File: src/source/h80_cfg.svh
`ifndef H80_CFG_SVH
`define H80_CFG_SVH

// datapath and bus sizes
`define H80_REG_WIDTH      16
`define H80_ADDR_WIDTH     16
`define H80_NUM_REGS       16
`define H80_REG_NUM_WIDTH  4

// instruction stepping
`define H80_PC_STEP        16'd2      // bytes per instruction word
`define H80_RESET_ADDR     16'h0000   // first fetch

// bit positions in the flag register
`define H80_FLAG_ZERO      0
`define H80_FLAG_CARRY     1
`define H80_FLAG_SIGN      2
`define H80_FLAG_OVERFLOW  3

// set by HALT, cleared only by reset
`define H80_FLAG_HALT      15

`endif

File: src/source/h80_pkg.sv
package h80_pkg;

   // decoded operation, anything not listed runs as op_nop
   typedef enum logic [3:0] {
      op_nop,
      op_halt,
      op_ld_imm_u,   // 1dnn
      op_ld_imm_s,   // 2dnn, byte sign extended
      op_load,       // 32ab
      op_store,      // 34ab
      op_jp,         // 01Er
      op_jp_cond,    // 03xx, JPN and JP on a flag
      op_add,
      op_sub,
      op_and,
      op_or,
      op_xor,
      op_cp          // SUB without register write
   } h80_op_e;

   // sequencer state
   typedef enum logic {
      st_fetch_exec,  // fetch completes and instruction executes
      st_bus_rw       // data access of a load or store
   } h80_state_e;

   // command on the memory bus
   typedef enum logic [1:0] {
      bus_none  = 2'b00,
      bus_read  = 2'b01,
      bus_write = 2'b10
   } h80_bus_cmd_e;

endpackage

File: src/source/h80_alu.sv
`timescale 1ns/1ps
`include "h80_cfg.svh"

module h80_alu (
   input  h80_pkg::h80_op_e          op,
   input  logic [`H80_REG_WIDTH-1:0] a,
   input  logic [`H80_REG_WIDTH-1:0] b,
   output logic [`H80_REG_WIDTH-1:0] result,
   input  logic [`H80_REG_WIDTH-1:0] flags_in,
   output logic [`H80_REG_WIDTH-1:0] flags_out
);
   import h80_pkg::*;

   localparam int SB = `H80_REG_WIDTH - 1;   // sign bit

   logic [`H80_REG_WIDTH:0] ext_a;
   logic [`H80_REG_WIDTH:0] ext_b;
   logic [`H80_REG_WIDTH:0] res;   // top bit is carry or borrow
   logic                    is_sub;
   logic                    is_logic;

   assign ext_a    = {1'b0, a};
   assign ext_b    = {1'b0, b};
   assign is_sub   = (op == op_sub) || (op == op_cp);
   assign is_logic = (op == op_and) || (op == op_or) || (op == op_xor);

   always_comb begin
      case (op)
         op_add:        res = ext_a + ext_b;
         op_sub, op_cp: res = ext_a - ext_b;
         op_and:        res = ext_a & ext_b;
         op_or:         res = ext_a | ext_b;
         op_xor:        res = ext_a ^ ext_b;
         default:       res = '0;
      endcase
   end

   assign result = res[SB:0];

   always_comb begin
      flags_out = flags_in;   // halt and unused bits pass
      if (op == op_add || is_sub || is_logic) begin
         flags_out[`H80_FLAG_SIGN] = res[SB];
         flags_out[`H80_FLAG_ZERO] = (res[SB:0] == '0);
         if (op == op_add) begin
            flags_out[`H80_FLAG_OVERFLOW] = (a[SB] == b[SB]) && (res[SB] != a[SB]);
         end else if (is_sub) begin
            flags_out[`H80_FLAG_OVERFLOW] = (a[SB] != b[SB]) && (res[SB] != a[SB]);
         end else begin
            flags_out[`H80_FLAG_OVERFLOW] = ~^res[SB:0];   // parity style
         end
         flags_out[`H80_FLAG_CARRY] = is_logic ? 1'b0 : res[`H80_REG_WIDTH];
      end
   end

endmodule

File: config.mk
export PLATFORM = sky130hd
export DESIGN_NAME = h80_alu
export DESIGN_NICKNAME = d
export VERILOG_FILES = /design/src/source/h80_pkg.sv /design/src/source/h80_alu.sv
export VERILOG_INCLUDE_DIRS = /design/src /design/src/source
export SDC_FILE = /design/constraint.sdc
export NUM_CORES = 1
export LEC_CHECK = 0
export ABC_AREA = 1
export BUFFER_PORTS_ARGS = -buffer_cell sky130_fd_sc_hd__buf_2
export CAP_MARGIN = 20
export CORE_UTILIZATION = 50
export DETAILED_ROUTE_END_ITERATION = 6
export GPL_TIMING_DRIVEN = 1
export PLACE_DENSITY = 0.75
export SLEW_MARGIN = 10
export SYNTH_ARGS = -nofsm -noshare
export SYNTH_HDL_FRONTEND = slang
export SYNTH_SLANG_ARGS = --single-unit
File: constraint.sdc
create_clock -name vclk -period 7.41
set_input_delay 0.3705 -clock vclk [all_inputs]
set_output_delay 0.3705 -clock vclk [all_outputs]
set_load 0.05 [all_outputs]
==> impl_metrics.tcl, run 1 <==
set metrics [dict create \
    status "finished clean" \
    required_ps 7040 \
    hp-class "primary input to primary output" \
    hold_viol_final 0 \
    drt-initial-drc-count 176 \
    nClkBuffers 0 \
    start_util_pct 52.12 \
    place.gp.congestion 0.9660 \
    clock.fmax_ghz 0.2170 \
    synth.cell_area_sq_mm 0.002679 \
    synth_common_cells "89 x inv_1, 77 x nand2_1, 57 x ha_1" \
    drt_first_pass_iters 4 \
    seq_cell_count 0 \
    place.port_buffers 60 \
    synth_nets 544 \
    vias 2827 \
    ir_drop_mv 0.1323 \
    maxCapViolCount 0 \
    ant_nets 0 \
    yosysTopAreaCell "ha_1" \
    num_io_pins 84 \
    synth_top_cell_area_share_pct 26.62 \
    grt_pass1_wl_um 11320 \
    finalSetupViolCount 0 \
    cpMaxStageDelayCell "ha_1" \
    grt_max_degree 17 \
    yosysMostFrequentCell "inv_1" \
    finalPower_uw 290.2 \
    critPathArrivalTime_ps 4240 \
    min_period_ps 4609 \
    ys_types 40 \
    hold_ws_ps 741.0 \
    cpLargestDelayFamily "simple AND/OR/NAND/NOR gates" \
    syn_to_final_growth_pct 9.808 \
    antennaDiodeCount 0 \
    place.detailed.hpwl_um 6024 \
    die_w_um 75.20 \
    end_kind "primary output" \
    ys_warn_count 0 \
    rsz0062_at_grt "no" \
    crit_fanout 5 \
    p_per_area_mw_per_mm2 98.66 \
    antenna_found_initial 0 \
    tns_ps 0 \
    cts-resized-gates 0 \
    drc 0 \
    finalNetCount 590 \
    gr-total-overflow 0 \
    totalWireLength_um 7119 \
    hold_buffers 0 \
    max_slew_margin_pct 62.79 \
    power.leakage_nw 1.778 \
    finalCritPeriodShare_pct 62.19 \
    post_cts.repair.setup_buffers 0 \
    register_area_sq_um 0 \
    cpPeakStageDelay_ps 340 \
    avgSynthCellArea_sq_um 6.172 \
    grt_usage_pct 25.88 \
    fp-row-count 26 \
    vias_per_cell 5.159 \
    crit_top_cell "nand2_1" \
    synthCells 434 \
    crit_type "primary input to primary output" \
    drv_slew 0 \
    layout-drive-gt1-share_pct 21.97 \
    dieArea_sq_mm 0.005654 \
    synth-seq-area-share_pct 0 \
    start_kind "primary input" \
    die_height_um 75.20 \
    grt_pass1_vias 2491 \
    synthTopCellsByArea "ha_1 27%, inv_1 12%, nand2_1 11%" \
    core_sq_mm 0.005140 \
    worst_slew_pin_slew_ps 556.8 \
    wl_per_cell_um 12.99 \
    critPathBufInv 6 \
]
cell type report:
cell class                      count  area (sq um)
Multi-Input combinational cell    320          2186
Timing Repair Buffer               60         300.3
Tap cell                           70         87.58
Inverter                           98         367.9
Fill cell                         549          2198
metrics by stage:
stage	util, %	instance area [sq um]	setup slack, ps	std cells
2_1_floorplan	-	2679	2901	434
3_3_place_gp	57.23	2942	2847	548
3_5_place_dp	57.23	2942	2819	548
4_1_cts	57.23	2942	2813	548
5_1_grt	57.23	2942	2320	548
6_report	57.23	2942	2801	548
path summary, 6_finish.rpt:
path / start / endpoint / slack, ps / depth (start not counted)
worst max-delay path: b[1] / flags_out[3] / 2800 / 31
worst min-delay path: flags_in[11] / flags_out[11] / 740 / 0
logic make-up (layout without fill, tap and decap cells):
kind of cell / Yosys count / count (layout) / share of synthesized area [%]
AO/OA/AOI/OAI: 72 / 72 / 16.82
XOR/XNOR: 20 / 20 / 6.539
adder cells (fa/ha/maj): 58 / 58 / 27.37
buffers and inverters: 114 / 158 / 18.40
multiplexers: 1 / 1 / 0.4203
AND/OR/NAND/NOR: 169 / 169 / 30.45
layer usage:
metal  share of wire [%]  GRT usage, %  wire [um]  vias to the layer above
li1                    -             -          -                     1472
met1                  49         37.12       3468                     1277
met2                  46         44.94       3258                       72
met3                 5.0         1.071        357                        6
met4                0.48         1.440         34                        0
met5                   0             0          0                        -
power breakdown:
group	total, mW	internal (mW)	switching (mW)
Sequential	0	0	0
Clock	0	0	0
Combinational	0.290	0.0966	0.194
cell usage in the layout (no fill, tap or decap), types with 4 or more instances in the layout:
master / instances
xor2_1: 16
nand3_2: 4
nor2_1: 29
inv_1: 89
o21ai_0: 16
inv_2: 9
ha_1: 57
buf_2: 60
nor3_2: 6
o21ai_1: 12
nand2_1: 77
nand3_1: 24
xnor2_1: 4
nand4_1: 4
a21oi_1: 25
or2_2: 6
nand2_2: 5
Note: power is estimated with default switching activity, not from simulation.
==> inputs of run 2 (changes only) <==
- PLACE_DENSITY: 0.75 -> 0.79
- clock period: 7.41 -> 4.2 ns (I/O delays scaled with it)
==> run 2 against run 1 <==
Against the previous run: non-clock buffer count grew 10; worst hold slack lost 320 ps; sequential cell count is the same; power grew 100%; sequential share of layout area is the same; via count grew 3.3%; combinational power grew 100%; die area is the same; design area grew 10%.
==> impl_metrics.tcl, run 2 (synthesized netlist as in run 1, its figures left out) <==
set metrics [dict create \
    layout-drive-gt1-share_pct 29.92 \
    seq_cell_count 0 \
    ir_drop_mv 0.2397 \
    die_w_um 75.20 \
    cpMaxStageDelayCell "ha_1" \
    grt_usage_pct 26.46 \
    critPathArrivalTime_ps 3770 \
    rsz0062_at_grt "yes" \
    layout_common_cells "85 x inv_1, 69 x nand2_1, 57 x buf_2" \
    hold_buffers 0 \
    critPathBufInv 5 \
    drt-initial-drc-count 245 \
    vias 2920 \
    place.port_buffers 60 \
    drv_slew 0 \
    clock.fmax_ghz 0.2515 \
    combPwrFrac_pct 100.0 \
    num-fill-cells 503 \
    multi_input_area_sq_mm 0.002369 \
    status "finished clean" \
    required_ps 3990 \
    netSwitchingFraction_pct 63.85 \
    final_cell_area_sq_mm 0.003234 \
    finalCritPeriodShare_pct 94.67 \
    dieArea_sq_mm 0.005654 \
    totalWireLength_um 7576 \
    p_int_uw 209.7 \
    cpLargestDelayFamily "simple AND/OR/NAND/NOR gates" \
    min_period_ps 3976 \
    p_switching_uw 370.4 \
    drt_first_pass_iters 5 \
    nClkBuffers 0 \
    place.detailed.hpwl_um 6015 \
    start_kind "primary input" \
    core_sq_mm 0.005140 \
    register_area_sq_um 0 \
    worst_slew_pin_slew_ps 536.3 \
    power.leakage_nw 1.870 \
    crit_type "primary input to primary output" \
    ant_nets 0 \
    num_io_pins 84 \
    p_per_area_mw_per_mm2 179.4 \
    crit_top_cell "nand2_1" \
    maxCapViolCount 0 \
    finalSetupViolCount 0 \
    grt_max_degree 17 \
    mostFrequentLayoutCell "inv_1" \
    antenna_found_initial 0 \
    power_frac_seq_pct 0 \
    hold_ws_ps 420.0 \
    die_height_um 75.20 \
    vias_per_cell 5.233 \
    hp-class "primary input to primary output" \
    grt_pass1_wl_um 11650 \
    wl_per_cell_um 13.58 \
    p_clk_share_pct 0 \
    fp-row-count 26 \
    finalPower_uw 580.2 \
    placed_cell_area_sq_mm 0.002972 \
    end_kind "primary output" \
    max_slew_margin_pct 64.16 \
    grt_pass1_vias 2594 \
    syn_to_final_growth_pct 20.74 \
    hold_viol_final 0 \
    finalNetCount 600 \
    start_util_pct 52.12 \
    antennaDiodeCount 0 \
    crit_fanout 5 \
    gr-total-overflow 0 \
    place.gp.congestion 0.9835 \
    drc 0 \
    cpPeakStageDelay_ps 390 \
]
[run 2: cell count changes in the layout (fill, tap and decap cells not counted), sizes merged]
cell and change:
buf +10
[run 2: layer usage]
layer | vias up | wire length (um) | global-route usage (%)
met5 | - | 0 | 0
li1 | 1484 | - | -
met2 | 131 | 3624 | 45.95
met3 | 6 | 616 | 1.205
met4 | 0 | 36 | 3.909
met1 | 1299 | 3299 | 36.96
[run 2: what timing repair did]
| item | in CTS | in global routing |
|---|---|---|
| pin swaps | 0 | 18 |
| endpoints found under the setup margin | 1 | 1 |
| gates resized for setup | 4 | 50 |
| setup buffers | 0 | 6 |
[run 2: final cells by class]
class                      count  share of cell area (%)
inverter                      98                   11.76
multi-input combinational    320                   73.23
tap                           70                   2.708
timing repair buffer          70                   12.30
[run 2: worst paths after layout]
path,end,cells after the start,startpoint,slack [ps]
worst max-delay path,flags_out[3],27,b[0],220
worst min-delay path,flags_out[10],0,flags_in[10],420
[run 2: power by group through the flow]
| stage | registers [mW] | clock network (mW) | logic (mW) |
|---|---|---|---|
| 3_3_place_gp | 0 | 0 | 0.501 |
| 3_5_place_dp | 0 | 0 | 0.510 |
| 2_1_floorplan | 0 | 0 | 0.413 |
| 4_1_cts | 0 | 0 | 0.518 |
| 5_1_grt | 0 | 0 | 0.635 |
| 6_report | 0 | 0 | 0.580 |
[run 2: stage by stage]
stage | TNS (ps) | worst slack [ps] | std cells | util, %
after floorplan | 0 | 12.14 | 434 | -
after global placement | -27.12 | -27.12 | 552 | 57.81
after detailed placement | -86.40 | -86.40 | 552 | 57.81
after CTS | 0 | 37.98 | 552 | 58.08
after global routing | -56.68 | -56.68 | 558 | 62.93
final | 0 | 223.8 | 558 | 62.93
