## src/source/h80_cfg.svh

```systemverilog
`ifndef H80_CFG_SVH
`define H80_CFG_SVH

// datapath and bus sizes
`define H80_REG_WIDTH      16
`define H80_ADDR_WIDTH     16
`define H80_NUM_REGS       16
`define H80_REG_NUM_WIDTH  4

// instruction stepping
`define H80_PC_STEP        16'd2      // bytes per instruction word
`define H80_RESET_ADDR     16'h0000   // first fetch

// bit positions in the flag register
`define H80_FLAG_ZERO      0
`define H80_FLAG_CARRY     1
`define H80_FLAG_SIGN      2
`define H80_FLAG_OVERFLOW  3

// set by HALT, cleared only by reset
`define H80_FLAG_HALT      15

`endif

```

## src/source/h80_pkg.sv

```systemverilog
package h80_pkg;

   // decoded operation, anything not listed runs as op_nop
   typedef enum logic [3:0] {
      op_nop,
      op_halt,
      op_ld_imm_u,   // 1dnn
      op_ld_imm_s,   // 2dnn, byte sign extended
      op_load,       // 32ab
      op_store,      // 34ab
      op_jp,         // 01Er
      op_jp_cond,    // 03xx, JPN and JP on a flag
      op_add,
      op_sub,
      op_and,
      op_or,
      op_xor,
      op_cp          // SUB without register write
   } h80_op_e;

   // sequencer state
   typedef enum logic {
      st_fetch_exec,  // fetch completes and instruction executes
      st_bus_rw       // data access of a load or store
   } h80_state_e;

   // command on the memory bus
   typedef enum logic [1:0] {
      bus_none  = 2'b00,
      bus_read  = 2'b01,
      bus_write = 2'b10
   } h80_bus_cmd_e;

endpackage

```

## src/source/h80_decode.sv

```systemverilog
`timescale 1ns/1ps
`include "h80_cfg.svh"

module h80_decode (
   input  logic [`H80_REG_WIDTH-1:0]     ins,
   output h80_pkg::h80_op_e              op,
   output logic [`H80_REG_NUM_WIDTH-1:0] rd,
   output logic [`H80_REG_NUM_WIDTH-1:0] ra,
   output logic [`H80_REG_NUM_WIDTH-1:0] rb,
   output logic [1:0]                    flag_sel,
   output logic                          cond_true,
   output logic [7:0]                    imm
);
   import h80_pkg::*;

   // first match wins, order follows the opcode map
   always_comb begin
      op = op_nop;
      casez (ins)
         16'b0000_0000_0000_0000:
            op = op_nop;
         16'b0000_0000_0000_0001:
            op = op_halt;
         16'b0000_0001_1110_zzzz:   // JP r
            op = op_jp;
         16'b0000_0011_0zzz_zzzz:   // JPN f,r and JP f,r
            op = op_jp_cond;
         16'b0001_zzzz_zzzz_zzzz:   // LD d, byte
            op = op_ld_imm_u;
         16'b0010_zzzz_zzzz_zzzz:   // LD d, signed byte
            op = op_ld_imm_s;
         16'b0011_0010_zzzz_zzzz:   // a <- mem[b]
            op = op_load;
         16'b0011_0100_zzzz_zzzz:   // mem[b] <- a
            op = op_store;
         16'b1000_zzzz_zzzz_zzzz:
            op = op_add;
         16'b1001_zzzz_zzzz_zzzz:
            op = op_sub;
         16'b1100_zzzz_zzzz_zzzz:
            op = op_and;
         16'b1101_zzzz_zzzz_zzzz:
            op = op_or;
         16'b1110_zzzz_zzzz_zzzz:
            op = op_xor;
         16'b1111_zzzz_zzzz_zzzz:
            op = op_cp;
         default:
            op = op_nop;   // dropped and reserved encodings
      endcase
   end

   // a load writes its a field, everything else its d field
   assign rd = (op == op_load) ? ins[7:4] : ins[11:8];

   assign ra = ins[7:4];   // alu a, store data
   assign rb = ins[3:0];   // alu b, address, jump target

   // conditional jump fields
   assign flag_sel  = ins[5:4];
   assign cond_true = ins[6];   // 1 = jump if flag set

   assign imm = ins[7:0];

endmodule

```

## config.mk

```make
export PLATFORM = sky130hd
export DESIGN_NAME = h80_decode
export DESIGN_NICKNAME = d
export VERILOG_FILES = /design/src/source/h80_pkg.sv /design/src/source/h80_decode.sv
export VERILOG_INCLUDE_DIRS = /design/src /design/src/source
export SDC_FILE = /design/constraint.sdc
export NUM_CORES = 1
export LEC_CHECK = 0
export ABC_AREA = 1
export ABC_CLOCK_PERIOD_IN_PS = 1600
export BUFFER_PORTS_ARGS = -buffer_cell sky130_fd_sc_hd__buf_2
export CELL_PAD_IN_SITES_DETAIL_PLACEMENT = 1
export CELL_PAD_IN_SITES_GLOBAL_PLACEMENT = 1
export CORE_MARGIN = 2
export CORE_UTILIZATION = 24
export DETAILED_ROUTE_END_ITERATION = 7
export MAX_ROUTING_LAYER = met4
export PLACE_DENSITY = 0.95
export SYNTH_ARGS = -nofsm -noshare
export SYNTH_HDL_FRONTEND = slang
export SYNTH_SLANG_ARGS = --single-unit
```

## constraint.sdc

```tcl
create_clock -name vclk -period 1.6
set_clock_uncertainty 0.15 [all_clocks]
set_input_delay 0.24 -clock vclk [all_inputs]
set_output_delay 0.24 -clock vclk [all_outputs]
set_load 0.01 [all_outputs]
```

==> summary.txt, run 1 <==
Timing
  – Final setup margin: approximately 0.14 ns
  – Fmax: roughly 690 MHz
  – Worst slew margin: 0.8656
  – Slew @ Worst Pin: about 0.20 ns
  – Min Tclk post-route: about 1.5 ns
  – RSZ-0062 raised after global routing: no
  – Setup_tns: 0 ns
  – Max-slew violations: 0
  – # setup viols final: 0
  – Final period util: 0.9099
  – Fin. Hold Viols: 0

Die
  – Core area: about 0.0018 mm^2
  – DIE WIDTH: 48.10 um
  – Die height: 48.10 um
  – I/O pin count: 43
  – FP Rows: 15
  – Starting density of the core: 0.2618
  – Die Area: approximately 0.0023 mm^2

Critical path
  – Crit path cell chain: buf_2, nor2_1, nand3_1, nor2_2, nor2_1, nand2_1, buf_2
  – Crit path from: ins[13]
  – Crit path max-delay cell type: nor2_1
  – CP endpoint kind: output port
  – Arrival time at the worst endpoint: about 1.1 ns
  – CP startpoint kind: input pin
  – Cell family with most CP delay: simple AND/OR/NAND/NOR gates
  – CP max FO: 4
  – Kind of critical path: in -> out
  – CP required: around 1.2 ns
  – Worst path max stage delay: between 0.15 and 0.2 ns
  – CP Buf/Inv Count: 2

Finish
  – Fin nets: 134
  – FF/Latch Area: 0 um^2
  – Layout cell share with drive strength beyond 1: 0.4483
  – Antenna Cells: 0
  – Clock buffer cells: 0
  – Seq_cells: 0
  – P&R area growth vs syn: 22.25%

Routing
  – Via count: ~620
  – Routed WL: roughly 1400 um
  – DR pass1 iterations: 2
  – Drt first-iter violations: 7
  – DRC viols: 0
  – Post-route ant nets: 0
  – Routed wire per std cell: ~10 um
  – Via-to-Cell Ratio: between 4 and 5

Synthesis
  – Post-synth cell types: 16
  – Syn Nets: ~110
  – Sequential share of the synthesized area: 0
  – Cells after Synth: 92
  – Average size of a mapped cell: just over 5 um^2
  – Mapped cell area: around 470 um^2
  – YS warnings: 0

Min path
  – HP Start: ins[1]
  – Worst hold path class: in -> out
  – Hold path cells: 2
  – Hold worst-path end: rb[1]

Global route
  – Antenna violations before repair: 0
  – Vias in the first global route: between 500 and 600
  – First-pass GRT wire length: about 2100 um
  – Pin count of the biggest net entering global routing: 7
  – Aggregate global-route resource usage: 0.1284
  – Total gr overflow: 0

Power
  – Static leakage power: between 0.3 and 0.4 nW
  – Pwr Total: approximately 140 uW
  – Switching Fraction: 0.6085
  – Seq pwr share: 0
  – Clk network pwr share: 0
  – Switching pwr: a little under 90 uW
  – Combinational Power Share: 1.000
  – Peak supply drop: around 0.064 mV
  – PwrDens: between 200 and 250 mW/mm^2
  – P_int: between 50 and 60 uW

Placement
  – DP Wirelength: 1338 um
  – Port-buffer cells: 43
  – Routability cong.: about 0.89
  – Place WS: 0.1405 ns

Clocking
  – Setup bufs post-CTS: 0
  – Cts repair resizes: 0
  – Hold_buf cts: 0

Run
  – Max cap viols: 0

Outcome
  – Status: completed
## cells in the final DEF, fill, tap and decap left out, types with 3 or more instances in the layout
master,count
buf_2,43
nor2_1,17
nand2_1,17
inv_1,13
nand3_1,8
o21ai_1,4
inv_2,3
nor2_2,3
## cell type report
type,count,area (um^2)
repair buffers,43,215.2
inverters,16,60.06
multi-input cells,57,264.0
well taps,25,31.28
fillers,270,1212
## Yosys cell counts (all sizes together)
cell,instances,area share
inv,16,0.13
a21oi,1,0.011
nand4,1,0.013
nor2,21,0.20
nor3,1,0.011
nand3b,1,0.016
o21ai,4,0.043
nand2,18,0.15
a31oi,1,0.013
nand3,9,0.11
buf,19,0.31
## through the flow
stage / utilization / instances / instance area [um^2] / hold WS, ns
after floorplan: - / 92 / 466.7 / 0.4218
after global placement: 0.3200 / 141 / 570.5 / 0.5350
after detailed placement: 0.3200 / 141 / 570.5 / 0.5445
after CTS: 0.3200 / 141 / 570.5 / 0.5440
after global routing: 0.3200 / 141 / 570.5 / 0.5488
final: 0.3200 / 141 / 570.5 / 0.5399
## per-layer routing
layer	GRT usage	wire length (um)	vias up
met5	-	0	-
met4	0.01622	20	0
met3	0	79	2
met2	0.2827	778	26
met1	0.1231	557	284
li1	-	-	310
## worst max-delay path by stage
| stage | end | slack, ns | cells past startpoint |
|---|---|---|---|
| floorplan | rd[0] | 0.41 | 5 |
| global placement | rd[0] | 0.18 | 7 |
| detailed placement | rd[3] | 0.14 | 7 |
| CTS | rd[3] | 0.14 | 7 |
| global route | op[2] | 0.03 | 7 |
| finish | op[2] | 0.14 | 7 |
## power groups by stage
stage	Combinational [mW]	Clock (mW)	Sequential, mW
after floorplan	0.0977	0	0
after global placement	0.137	0	0
after detailed placement	0.144	0	0
after CTS	0.144	0	0
after global routing	0.159	0	0
final	0.142	0	0
## cell families (layout without fill, tap and decap cells)
group | count (synthesis) | after routing | share of synthesized area
buffers and inverters | 35 | 59 | 0.4343
AOI/OAI and AO/OA | 6 | 6 | 0.06702
and+or+nand+nor | 51 | 51 | 0.4987
Note: power is estimated with default switching activity, not from simulation.
==> inputs of run 2 (changes only) <==
Settings changed: SETUP_SLACK_MARGIN set to 0.3.
==> summary.txt, run 2 (synthesis results as in run 1) <==
Timing
  – Final period util: 0.9566
  – Slew @ Worst Pin: ~0.23 ns
  – Final setup margin: a little under 0.07 ns
  – Worst slew margin: 0.8467
  – Setup_tns: 0 ns
  – Fin. Hold Viols: 0
  – RSZ-0062 raised after global routing: yes
  – Hold slack: ~0.54 ns
  – Max-slew violations: 0
  – # setup viols final: 0
  – Fmax: ~650 MHz
  – Min Tclk post-route: 1.531 ns

Global route
  – Total gr overflow: 0
  – Vias in the first global route: between 700 and 800
  – Antenna violations before repair: 0
  – First-pass GRT wire length: 3270 um
  – Pin count of the biggest net entering global routing: 7
  – Aggregate global-route resource usage: 0.2117

Finish
  – P&R area growth vs syn: 87.94%
  – Most common cell after layout, fill and taps aside: buf_2
  – Clock buffer cells: 0
  – Fillers: 241
  – FF/Latch Area: 0 um^2
  – Fin nets: 143
  – Most frequent cells in the layout: buf_2, buf_4, nand2_1
  – Seq_cells: 0
  – Layout cell share with drive strength beyond 1: 0.7040
  – Final Util: 0.4919
  – Antenna Cells: 0
  – Design Area, Final: slightly below 900 um^2

Critical path
  – CP required: between 1 and 1.5 ns
  – Arrival time at the worst endpoint: around 1.1 ns
  – CP max FO: 6
  – Kind of critical path: in -> out
  – CP endpoint kind: output port
  – CP startpoint kind: input pin

Die
  – Die height: 48.10 um
  – Core area: 0.001783 mm^2
  – Die Area: ~0.0023 mm^2
  – Starting density of the core: 0.2618
  – FP Rows: 15
  – DIE WIDTH: 48.10 um
  – I/O pin count: between 40 and 50

Placement
  – Routability cong.: between 0.8 and 0.9
  – Port-buffer cells: 43
  – Placed cell area: about 570 um^2
  – Place WS: 0.1405 ns
  – DP Wirelength: roughly 1300 um

Routing
  – Post-route ant nets: 0
  – Routed WL: approximately 2800 um
  – Drt first-iter violations: 27
  – Via count: 758
  – DR pass1 iterations: 4
  – Routed wire per std cell: 18.61 um
  – DRC viols: 0
  – Via-to-Cell Ratio: just over 5

Clocking
  – Hold_buf cts: 0

Min path
  – Worst hold path class: in -> out

Power
  – Peak supply drop: between 0.09 and 0.1 mV
  – Static leakage power: approximately 0.44 nW
  – PwrDens: about 270 mW/mm^2

Run
  – Max cap viols: 0

Outcome
  – Status: completed
run 2: cell type report:
type               count  area [um^2]  area share
repair buffers        52        366.6      0.4180
inverters             16        87.58     0.09986
well taps             25        31.28     0.03566
multi-input cells     57        391.6      0.4465
run 2: what timing repair did:
| action | 4_1_cts | 5_1_grt |
|---|---|---|
| cloned | 0 | 0 |
| resized for setup | 45 | 30 |
| endpoints found under the setup margin | 7 | 7 |
| setup buffers | 7 | 2 |
| pin swaps | 17 | 11 |
| hold endpoints to repair | 0 | 0 |
run 2: per-layer routing:
| layer | track usage | wire length [um] | vias up |
|---|---|---|---|
| li1 | - | - | 333 |
| met1 | 0.1802 | 950 | 355 |
| met2 | 0.4453 | 1431 | 62 |
| met3 | 0.02963 | 342 | 8 |
| met4 | 0.08108 | 68 | 0 |
| met5 | - | 0 | - |
run 2: power by group:
group / switching (mW) / total, mW / internal (mW)
Combinational: 0.138 / 0.241 / 0.103
Sequential: 0 / 0 / 0
Clock: 0 / 0 / 0
run 2: worst max-delay path: stages:
cell and delay, ns:
buf_4 0.15, inv_2 0.05, nand2_2 0.08, inv_2 0.04, nand2_1 0.06, nor2_1 0.05
nor2_1 0.18, nand2_1 0.11, buf_2 0.17
run 2: worst paths after layout:
path	to	startpoint	cells after the start	slack, ns
max	op[2]	ins[9]	9	0.07
min	rb[1]	ins[1]	2	0.54
run 2: metrics by stage:
step | instances | total power, mW
after detailed placement | 141 | 0.1440
after floorplan | 92 | 0.09768
after CTS | 148 | 0.1916
after global placement | 141 | 0.1371
final | 150 | 0.2407
after global routing | 150 | 0.2540
