===== src/source/h80_cfg.svh =====
`ifndef H80_CFG_SVH
`define H80_CFG_SVH

// datapath and bus sizes
`define H80_REG_WIDTH      16
`define H80_ADDR_WIDTH     16
`define H80_NUM_REGS       16
`define H80_REG_NUM_WIDTH  4

// instruction stepping
`define H80_PC_STEP        16'd2      // bytes per instruction word
`define H80_RESET_ADDR     16'h0000   // first fetch

// bit positions in the flag register
`define H80_FLAG_ZERO      0
`define H80_FLAG_CARRY     1
`define H80_FLAG_SIGN      2
`define H80_FLAG_OVERFLOW  3

// set by HALT, cleared only by reset
`define H80_FLAG_HALT      15

`endif


===== src/source/h80_regfile.sv =====
`timescale 1ns/1ps
`include "h80_cfg.svh"

module h80_regfile (
   input  logic                          clk,
   input  logic                          reset,
   input  logic [`H80_REG_NUM_WIDTH-1:0] ra,
   input  logic [`H80_REG_NUM_WIDTH-1:0] rb,
   output logic [`H80_REG_WIDTH-1:0]     reg_a,
   output logic [`H80_REG_WIDTH-1:0]     reg_b,
   input  logic                          wr_en,
   input  logic [`H80_REG_NUM_WIDTH-1:0] wr_idx,
   input  logic [`H80_REG_WIDTH-1:0]     wr_data,
   input  logic                          flags_en,
   input  logic [`H80_REG_WIDTH-1:0]     flags_next,
   input  logic [`H80_REG_WIDTH-1:0]     pc_next,
   output logic [`H80_REG_WIDTH-1:0]     pc,
   output logic [`H80_REG_WIDTH-1:0]     flags
);

   logic [`H80_REG_WIDTH-1:0] regs [`H80_NUM_REGS];

   // asynchronous read ports
   assign reg_a = regs[ra];
   assign reg_b = regs[rb];

   always_ff @(posedge clk) begin
      if (reset) begin
         for (int i = 0; i < `H80_NUM_REGS; i++) begin
            regs[i] <= '0;
         end
      end else if (wr_en) begin
         regs[wr_idx] <= wr_data;
      end
   end

   // control holds pc_next at pc between retires
   always_ff @(posedge clk) begin
      if (reset) begin
         pc <= `H80_RESET_ADDR;
      end else begin
         pc <= pc_next;
      end
   end

   always_ff @(posedge clk) begin
      if (reset) begin
         flags <= '0;   // also clears halt
      end else if (flags_en) begin
         flags <= flags_next;
      end
   end

endmodule


===== config.mk =====
export PLATFORM = sky130hd
export DESIGN_NAME = h80_regfile
export DESIGN_NICKNAME = d
export VERILOG_FILES = /design/src/source/h80_regfile.sv
export VERILOG_INCLUDE_DIRS = /design/src /design/src/source
export SDC_FILE = /design/constraint.sdc
export NUM_CORES = 1
export LEC_CHECK = 0
export ABC_AREA = 0
export BUFFER_PORTS_ARGS = -buffer_cell sky130_fd_sc_hd__buf_2
export CAP_MARGIN = 40
export CORE_MARGIN = 8
export CORE_UTILIZATION = 40
export CTS_BUF_LIST = sky130_fd_sc_hd__clkbuf_8 sky130_fd_sc_hd__clkbuf_16
export DETAILED_ROUTE_END_ITERATION = 10
export SKIP_LAST_GASP = 1
export SLEW_MARGIN = 30
export SYNTH_ARGS = -nofsm -noshare
export SYNTH_HDL_FRONTEND = slang
export SYNTH_SLANG_ARGS = --single-unit
export TNS_END_PERCENT = 1

===== constraint.sdc =====
create_clock -name clk -period 2.25 [get_ports clk]
set_clock_uncertainty 0.2 [all_clocks]
set_input_delay 0.1125 -clock clk [delete_from_list [all_inputs] [get_ports clk]]
set_output_delay 0.1125 -clock clk [all_outputs]
set_load 0.1 [all_outputs]

==> summary.txt, run 1 <==
Run status
  • Outcome: finished, violations left
  • Failing checks: negative setup slack

CTS
  • Clock sinks: about 290
  • CTS tree: yes
  • Worst-skew pair later-pin latency: between 0.5 and 0.6 ns
  • Root buffer cell: clkbuf_16
  • H-tree depth: 1
  • Total CTS buffers: 31
  • Clk slew on worst S/H paths: 0.06 ns
  • CTS Buffer Depth: 3

Yosys
  • Mean post-synth cell area: 15.2 um^2
  • Seq/Total Area, Yosys: between 50% and 60%
  • Main combinational cell family by area after synthesis: multiplexers
  • Top post-synthesis cells by area: edfxtp_1 (54%), mux4_2 (20%), and2_1 (11%), dfxtp_1 (4.5%), a22oi_1 (3.4%)
  • Most common cell in the netlist: and2_1
  • Yosys top cell by area: edfxtp_1
  • Synth Flop Type: edfxtp_1
  • Mapped Cells: around 940
  • Post-Synth Simple-Gate Area: ~15%
  • Mapped cell area: about 14000 um^2
  • Post-synthesis compound-gate area fraction: under 10%
  • Mux cell area share after synthesis: 21.2%
  • Yosys cell types: 20
  • XOR/XNOR Fraction of Synth Area: 0%
  • Synthesized Nets: 1008
  • Post-synthesis adder-cell area fraction: 0%
  • EDFF count, synth: 256
  • Post-synth top area share: 53.6%
  • Post-synth top cells: and2_1 (258), edfxtp_1 (256), mux4_2 (128), a22oi_1 (64), clkbuf_1 (58)
  • Synth warnings: 0
  • Synth Register Bits: 288
  • Async S/R FF share, synth: 0%

Routing
  • DR iter-0 viols: 712
  • Antenna Nets Post-Route: 0
  • DRC Markers: 0
  • Drt pass-1 iters: 5
  • Vias/cell: between 5 and 6
  • DRT Wirelength: approximately 42000 um
  • WL/cell: ~25 um
  • Vias: 9212

STA
  • Slew Viols, Final: 0
  • Fin crit share: 107%
  • Fmax achieved: between 400 and 500 MHz
  • Hold Fails Final Rpt: 0
  • Final setup fails: 32
  • Actual slew at the worst max-slew pin: 0.684 ns
  • RSZ-0062 raised after global routing: yes
  • Headroom to the max-slew limit: 54.3%
  • Final WS setup: -0.147 ns
  • Minimum clock period: 2.40 ns

Worst setup path
  • RR Endpoint: flags[13]
  • Crit path kind: register to output pin
  • CP Capture Type: output pin
  • Crit path launch type: register
  • R2R Setup Slk: about 0.28 ns
  • Reg2Reg Depth: 4
  • CP max FO: 2
  • FF-to-FF Start: flags[13]
  • Worst path required time: slightly below 2 ns
  • Data arrival, critical path: approximately 2.1 ns

Hold path
  • Hold Crit Start: reset
  • Hold Path Cell Cnt: 4
  • Hold endpoint: regs[0][7]
  • Min-delay worst type: primary input to register

Power
  • Pwr Total: roughly 0.014 W
  • Total power density per cell area: roughly 770 nW/um^2
  • Peak supply drop: between 0.5 and 0.6 mV
  • Leakage: around 6.8 nW

Global route
  • Initial antenna violation count: 1
  • Grt peak-use layer: met2
  • First-pass GRT wire length: roughly 63000 um
  • Tot GR Track Use: 20.3%
  • Vias in the first global route: approximately 10k
  • M3 GR Usage: approximately 3.2%
  • Largest net degree at the start of global routing: between 40 and 50
  • GR Overflow Total: 0
  • GR Util met2: a little over a third
  • GR Layer Usage met1: roughly 25%

Die
  • Row Count: between 60 and 70
  • Starting Density: between 40% and 50%
  • Die area: roughly 42000 um^2
  • Die span in y: 205 um
  • Die extent in x: 205 um
  • Core ar.: 35400 um^2
  • Io pins: approximately 130

Run
  • Max cap viols: 0

Place
  • DPL Wire Length: around 27000 um
  • Buffers added on ports: around 130
  • DP Worst Slack: 0.125 ns
  • RePlAce Congestion: approximately 0.8

Finish
  • Layout cells sized above 1: approximately a third
  • Nets@finish: ~1.2k
  • P&R area growth vs syn: 29.2%
==> worst max path at each step <==
stage | start | to | slack, ns | depth (start not counted)
final | regs[3][7] | reg_b[7] | -0.15 | 4
after global routing | regs[3][7] | reg_b[7] | -0.22 | 4
after CTS | regs[3][6] | reg_b[6] | -0.14 | 4
after detailed placement | rb[0] | reg_b[6] | 0.13 | 6
after global placement | rb[0] | reg_b[6] | 0.13 | 6
after floorplan | ra[0] | reg_a[10] | 0.04 | 5
==> where the power goes <==
part | leakage (nW) | internal (W) | switching [W]
clock | 0.512 | 0.00305 | 0.00210
sequential | 2.71 | 0.00612 | 0.000149
combinational | 3.63 | 0.00112 | 0.00171
total | 6.85 | 0.0103 | 0.00396
==> repair_timing <==
item | in CTS | in global routing
buffers inserted | 0 | 0
hold buffers | 96 | 0
pin swaps | 11 | 4
endpoints found under the hold margin | 288 | 0
gates resized for setup | 35 | 4
endpoints found under the setup margin | 32 | 32
==> sequential cells by signal (all words and copies together) (netlist names) <==
| name | cells |
|---|---|
| regs | 256 |
| flags | 16 |
| pc | 16 |
==> routing by layer <==
| metal | wire length (um) | vias to the layer above | part of all wire, % |
|---|---|---|---|
| met1 | 16600 | 4759 | 39 |
| met4 | 1280 | 0 | 3.0 |
| met2 | 21800 | 310 | 52 |
| met3 | 2460 | 81 | 5.8 |
| met5 | 0 | - | 0 |
| li1 | - | 4062 | - |
==> critical path, cell delays in order, from the launching register on <==
cell	delay [ns]
edfxtp_1	0.41
mux4_2	0.49
a22oi_2	0.32
nand2_2	0.11
buf_12	0.18
==> metrics by stage <==
| stage | util, % | instance area (um^2) | hold slack (ns) | std cells | TNS [ns] |
|---|---|---|---|---|---|
| finish | 52.3 | 18500 | 0.0719 | 1661 | -3.68 |
| global route | 52.3 | 18500 | 0.0932 | 1661 | -5.79 |
| CTS | 52.2 | 18500 | 0.0520 | 1659 | -4.05 |
| detailed placement | 46.2 | 16400 | 0.126 | 1508 | 0 |
| global placement | 46.1 | 16300 | 0.119 | 1506 | 0 |
| floorplan | - | 14300 | 0.0407 | 944 | 0 |
==> final cells by class <==
| type | instances | area, um^2 |
|---|---|---|
| flip-flops and latches | 288 | 8330 |
| fillers | 2877 | 16900 |
| multi-input cells | 575 | 5870 |
| well taps | 461 | 577 |
| clock buffers | 31 | 776 |
| repair buffers | 281 | 2730 |
| clock inverters | 24 | 234 |
| diodes | 1 | 2.50 |
==> cells by family (layout without fill, tap and decap cells) <==
logic type	count (synthesis)	after routing
AND/OR/NAND/NOR	367	367
flip-flops	288	288
multiplexers	144	144
buffers and inverters	81	336
AO/OA/AOI/OAI	64	64
other	0	1
==> layout by cell type (no fill, tap or decap), drive strengths merged <==
master         n
and2         258
edfxtp       256
buf          185
mux4         128
dlygate4sd3   96
a22oi         64
nand2         33
dfxtp         32
clkbuf        31
nor2          30
nor2b         20
or2           16
mux2i         16
clkinv        11
inv            6
bufinv         5
nor3           4
nand2b         2
nand4bb        2
clkinvlp       2
diode          1
or4b           1
nand4b         1
No activity file was read; power rests on OpenSTA's default activity.
==> inputs of run 2 (changes only) <==
--- a/config.mk
+++ b/config.mk
@@ -18,4 +18,3 @@
 export SYNTH_ARGS = -nofsm -noshare
 export SYNTH_HDL_FRONTEND = slang
 export SYNTH_SLANG_ARGS = --single-unit
-export TNS_END_PERCENT = 1
==> summary.txt, run 2 (synthesis gave the netlist of run 1 again) <==
CTS
  • H-tree depth: 1 (unchanged)
  • Clock sinks: 288 (unchanged)
  • Total CTS buffers: 31 (unchanged)
  • Clk slew on worst S/H paths: 0.06 ns (about the same)
  • CTS tree: yes
  • Root buffer cell: clkbuf_16
  • Worst-skew pair later-pin latency: 0.56 ns (about the same)
  • CTS Buffer Depth: 3 (unchanged)
  • Setup bufs post-CTS: 0 (unchanged)

Place
  • RePlAce Congestion: 0.801 (unchanged)
  • Area of placed instances: 16400 um^2 (unchanged)
  • DPL Wire Length: 26800 um (unchanged)
  • Buffers added on ports: 127 (unchanged)

STA
  • Headroom to the max-slew limit: 48.4% (-5.9 points)
  • Setup tns final: -2.36 ns (+1.32 ns)
  • Minimum clock period: 2.41 ns (+0.0120 ns)
  • Fin crit share: 107% (+0.54 points)
  • RSZ-0062 raised after global routing: yes
  • Final setup fails: 30 (-6.3%)
  • Slew Viols, Final: 0 (unchanged)
  • Fmax achieved: 415 MHz (-0.50%)
  • Final WS setup: -0.159 ns (-0.0120 ns)
  • Actual slew at the worst max-slew pin: 0.772 ns (+0.0878 ns)
  • Tightest hold margin: 0.0725 ns (+0.000618 ns)
  • Hold Fails Final Rpt: 0 (unchanged)

Finish
  • P&R area growth vs syn: 30.3%
  • Biggest regs: regs x256, flags x16, pc x16
  • Commonest cells after routing, fill and taps aside: and2_1 (258), edfxtp_1 (256), mux4_2 (128)
  • Commonest non-fill, non-tap cell in the layout: and2_1
  • Cell area after layout: 18700 um^2 (+0.91%)
  • Final Util: 52.8% (+0.48 points)
  • Nets@finish: 1241 (unchanged)
  • Top reg by flops: regs
  • Layout cells sized above 1: 37.9% (+3.3 points)
  • Max FFs per register: 256 (unchanged)

Global route
  • GR Overflow Total: 0 (unchanged)
  • First-pass GRT wire length: 63500 um (+0.36%)
  • Initial antenna violation count: 1 (unchanged)
  • Tot GR Track Use: 20.4% (+0.065 points)
  • Vias in the first global route: 10.0k (+0.060%)
  • Largest net degree at the start of global routing: 43 (unchanged)

Die
  • Core ar.: 35400 um^2 (unchanged)
  • Die extent in x: 205 um (unchanged)
  • Row Count: 69 (unchanged)
  • Io pins: 128 (unchanged)
  • Die span in y: 205 um (unchanged)
  • Die area: 42200 um^2 (unchanged)
  • Starting Density: 40.5% (unchanged)

Worst setup path
  • Crit path launch type: register
  • Reg2Reg Depth: 4 (unchanged)
  • CP max FO: 2 (unchanged)
  • Data arrival, critical path: 2.10 ns (+0.02 ns)
  • Levels on crit path: 4 (unchanged)
  • Worst path required time: 1.94 ns (about the same)
  • R2R Setup Slk: 0.28 ns (about the same)
  • CP cell instances: mux4_2 > a22oi_2 > nand2_1 > buf_12
  • Slowest CP cell: mux4_2
  • Crit path kind: register to output pin
  • RR Endpoint: flags[14]
  • CP Capture Point: reg_b[3]
  • CP Capture Type: output pin
  • Worst Setup SP: regs[3][3]
  • Critical path's largest stage delay: 0.50 ns (about the same)
  • CP Buf/Inv Count: 1 (unchanged)
  • FF-to-FF Start: flags[14]
  • Top delay family on crit path: multiplexers

Hold path
  • Hold Path Cell Cnt: 4 (unchanged)
  • Min-delay worst type: primary input to register

Routing
  • DRC Markers: 0 (unchanged)
  • DR iter-0 viols: 829 (+16%)
  • WL/cell: 25.4 um (about the same)
  • Vias/cell: 5.54 (about the same)
  • Drt pass-1 iters: 5 (unchanged)
  • DRT Wirelength: 42100 um (about the same)
  • Vias: 9207 (-0.054%)
  • Antenna Nets Post-Route: 0 (unchanged)

Run status
  • Failing checks: negative setup slack
  • Outcome: finished, violations left

Run
  • Max cap viols: 0 (unchanged)

Power
  • Share of power burned in registers: 43.8% (-0.2 points)
  • Switching Share: 28.0% (+0.15 points)
  • Total power density per cell area: 766 nW/um^2 (-0.40%)
  • Net Sw Power: 0.00401 W (+1.1%)
  • Peak supply drop: 0.538 mV (about the same)
  • Combinational power share: 20.2% (+0.4 points)
  • Clock power frac: 36.0% (about the same)
  • P_int: 0.0103 W (+0.29%)
  • Leakage: 6.86 nW (+0.16%)
  • Pwr Total: 0.0143 W (+0.51%)
-- run 2: cell counts in the layout (fill, tap and decap cells not counted) --
No cell type changed its count.
-- run 2: layout make-up --
| cell class | instances | area [um^2] |
|---|---|---|
| Clock inverter | 24 | 234 |
| Clock buffer | 31 | 776 |
| Tap cell | 461 | 577 |
| Multi-Input combinational cell | 575 | 6040 |
| Fill cell | 2865 | 16700 |
| Antenna cell | 1 | 2.50 |
| Timing Repair Buffer | 281 | 2730 |
| Sequential cell | 288 | 8330 |
-- run 2: repair_timing --
action / 4_1_cts / 5_1_grt
pin swaps: 43 / 10
hold buffers: 96 / 0
setup endpoints to repair: 32 / 32
gates resized for setup: 73 / 10
endpoints found under the hold margin: 288 / 0
gates cloned: 0 / 0
-- run 2: stage by stage --
step / setup WS [ns] / cells
after floorplan: 0.0448 / 944
after global placement: 0.126 / 1506
after detailed placement: 0.125 / 1508
after CTS: -0.141 / 1659
after global routing: -0.237 / 1661
final: -0.159 / 1661
-- run 2: power groups by stage --
stage	logic, W	clock network [W]	registers (W)
after global placement	0.00261	0	0.00636
after floorplan	0.00146	0	0.00655
final	0.00289	0.00516	0.00627
after detailed placement	0.00263	0	0.00638
after CTS	0.00288	0.00521	0.00627
after global routing	0.00300	0.00540	0.00631
-- run 2: how the worst min path moves through the flow --
stage | slack [ns] | to | startpoint
2_1_floorplan | 0.04 | pc[0] | pc_next[0]
3_5_place_dp | 0.13 | pc[5] | pc_next[5]
4_1_cts | 0.05 | regs[0][7] | reset
3_3_place_gp | 0.12 | pc[5] | pc_next[5]
6_report | 0.07 | regs[0][7] | reset
5_1_grt | 0.09 | regs[0][7] | reset
-- run 2: routing by layer --
layer	routed length, um	up-vias	GRT usage, %
li1	-	4064	-
met3	2180	78	3.18
met5	0	-	0
met4	1240	0	7.33
met2	21900	296	36.0
met1	16800	4769	25.0
-- run 2: worst reg2reg max path: cells and delay by family (launching register included) --
family        cells  cell delay, ns
simple gates      1            0.04
flops             1            0.32
buf+inv           2            1.14
mux               1            0.15
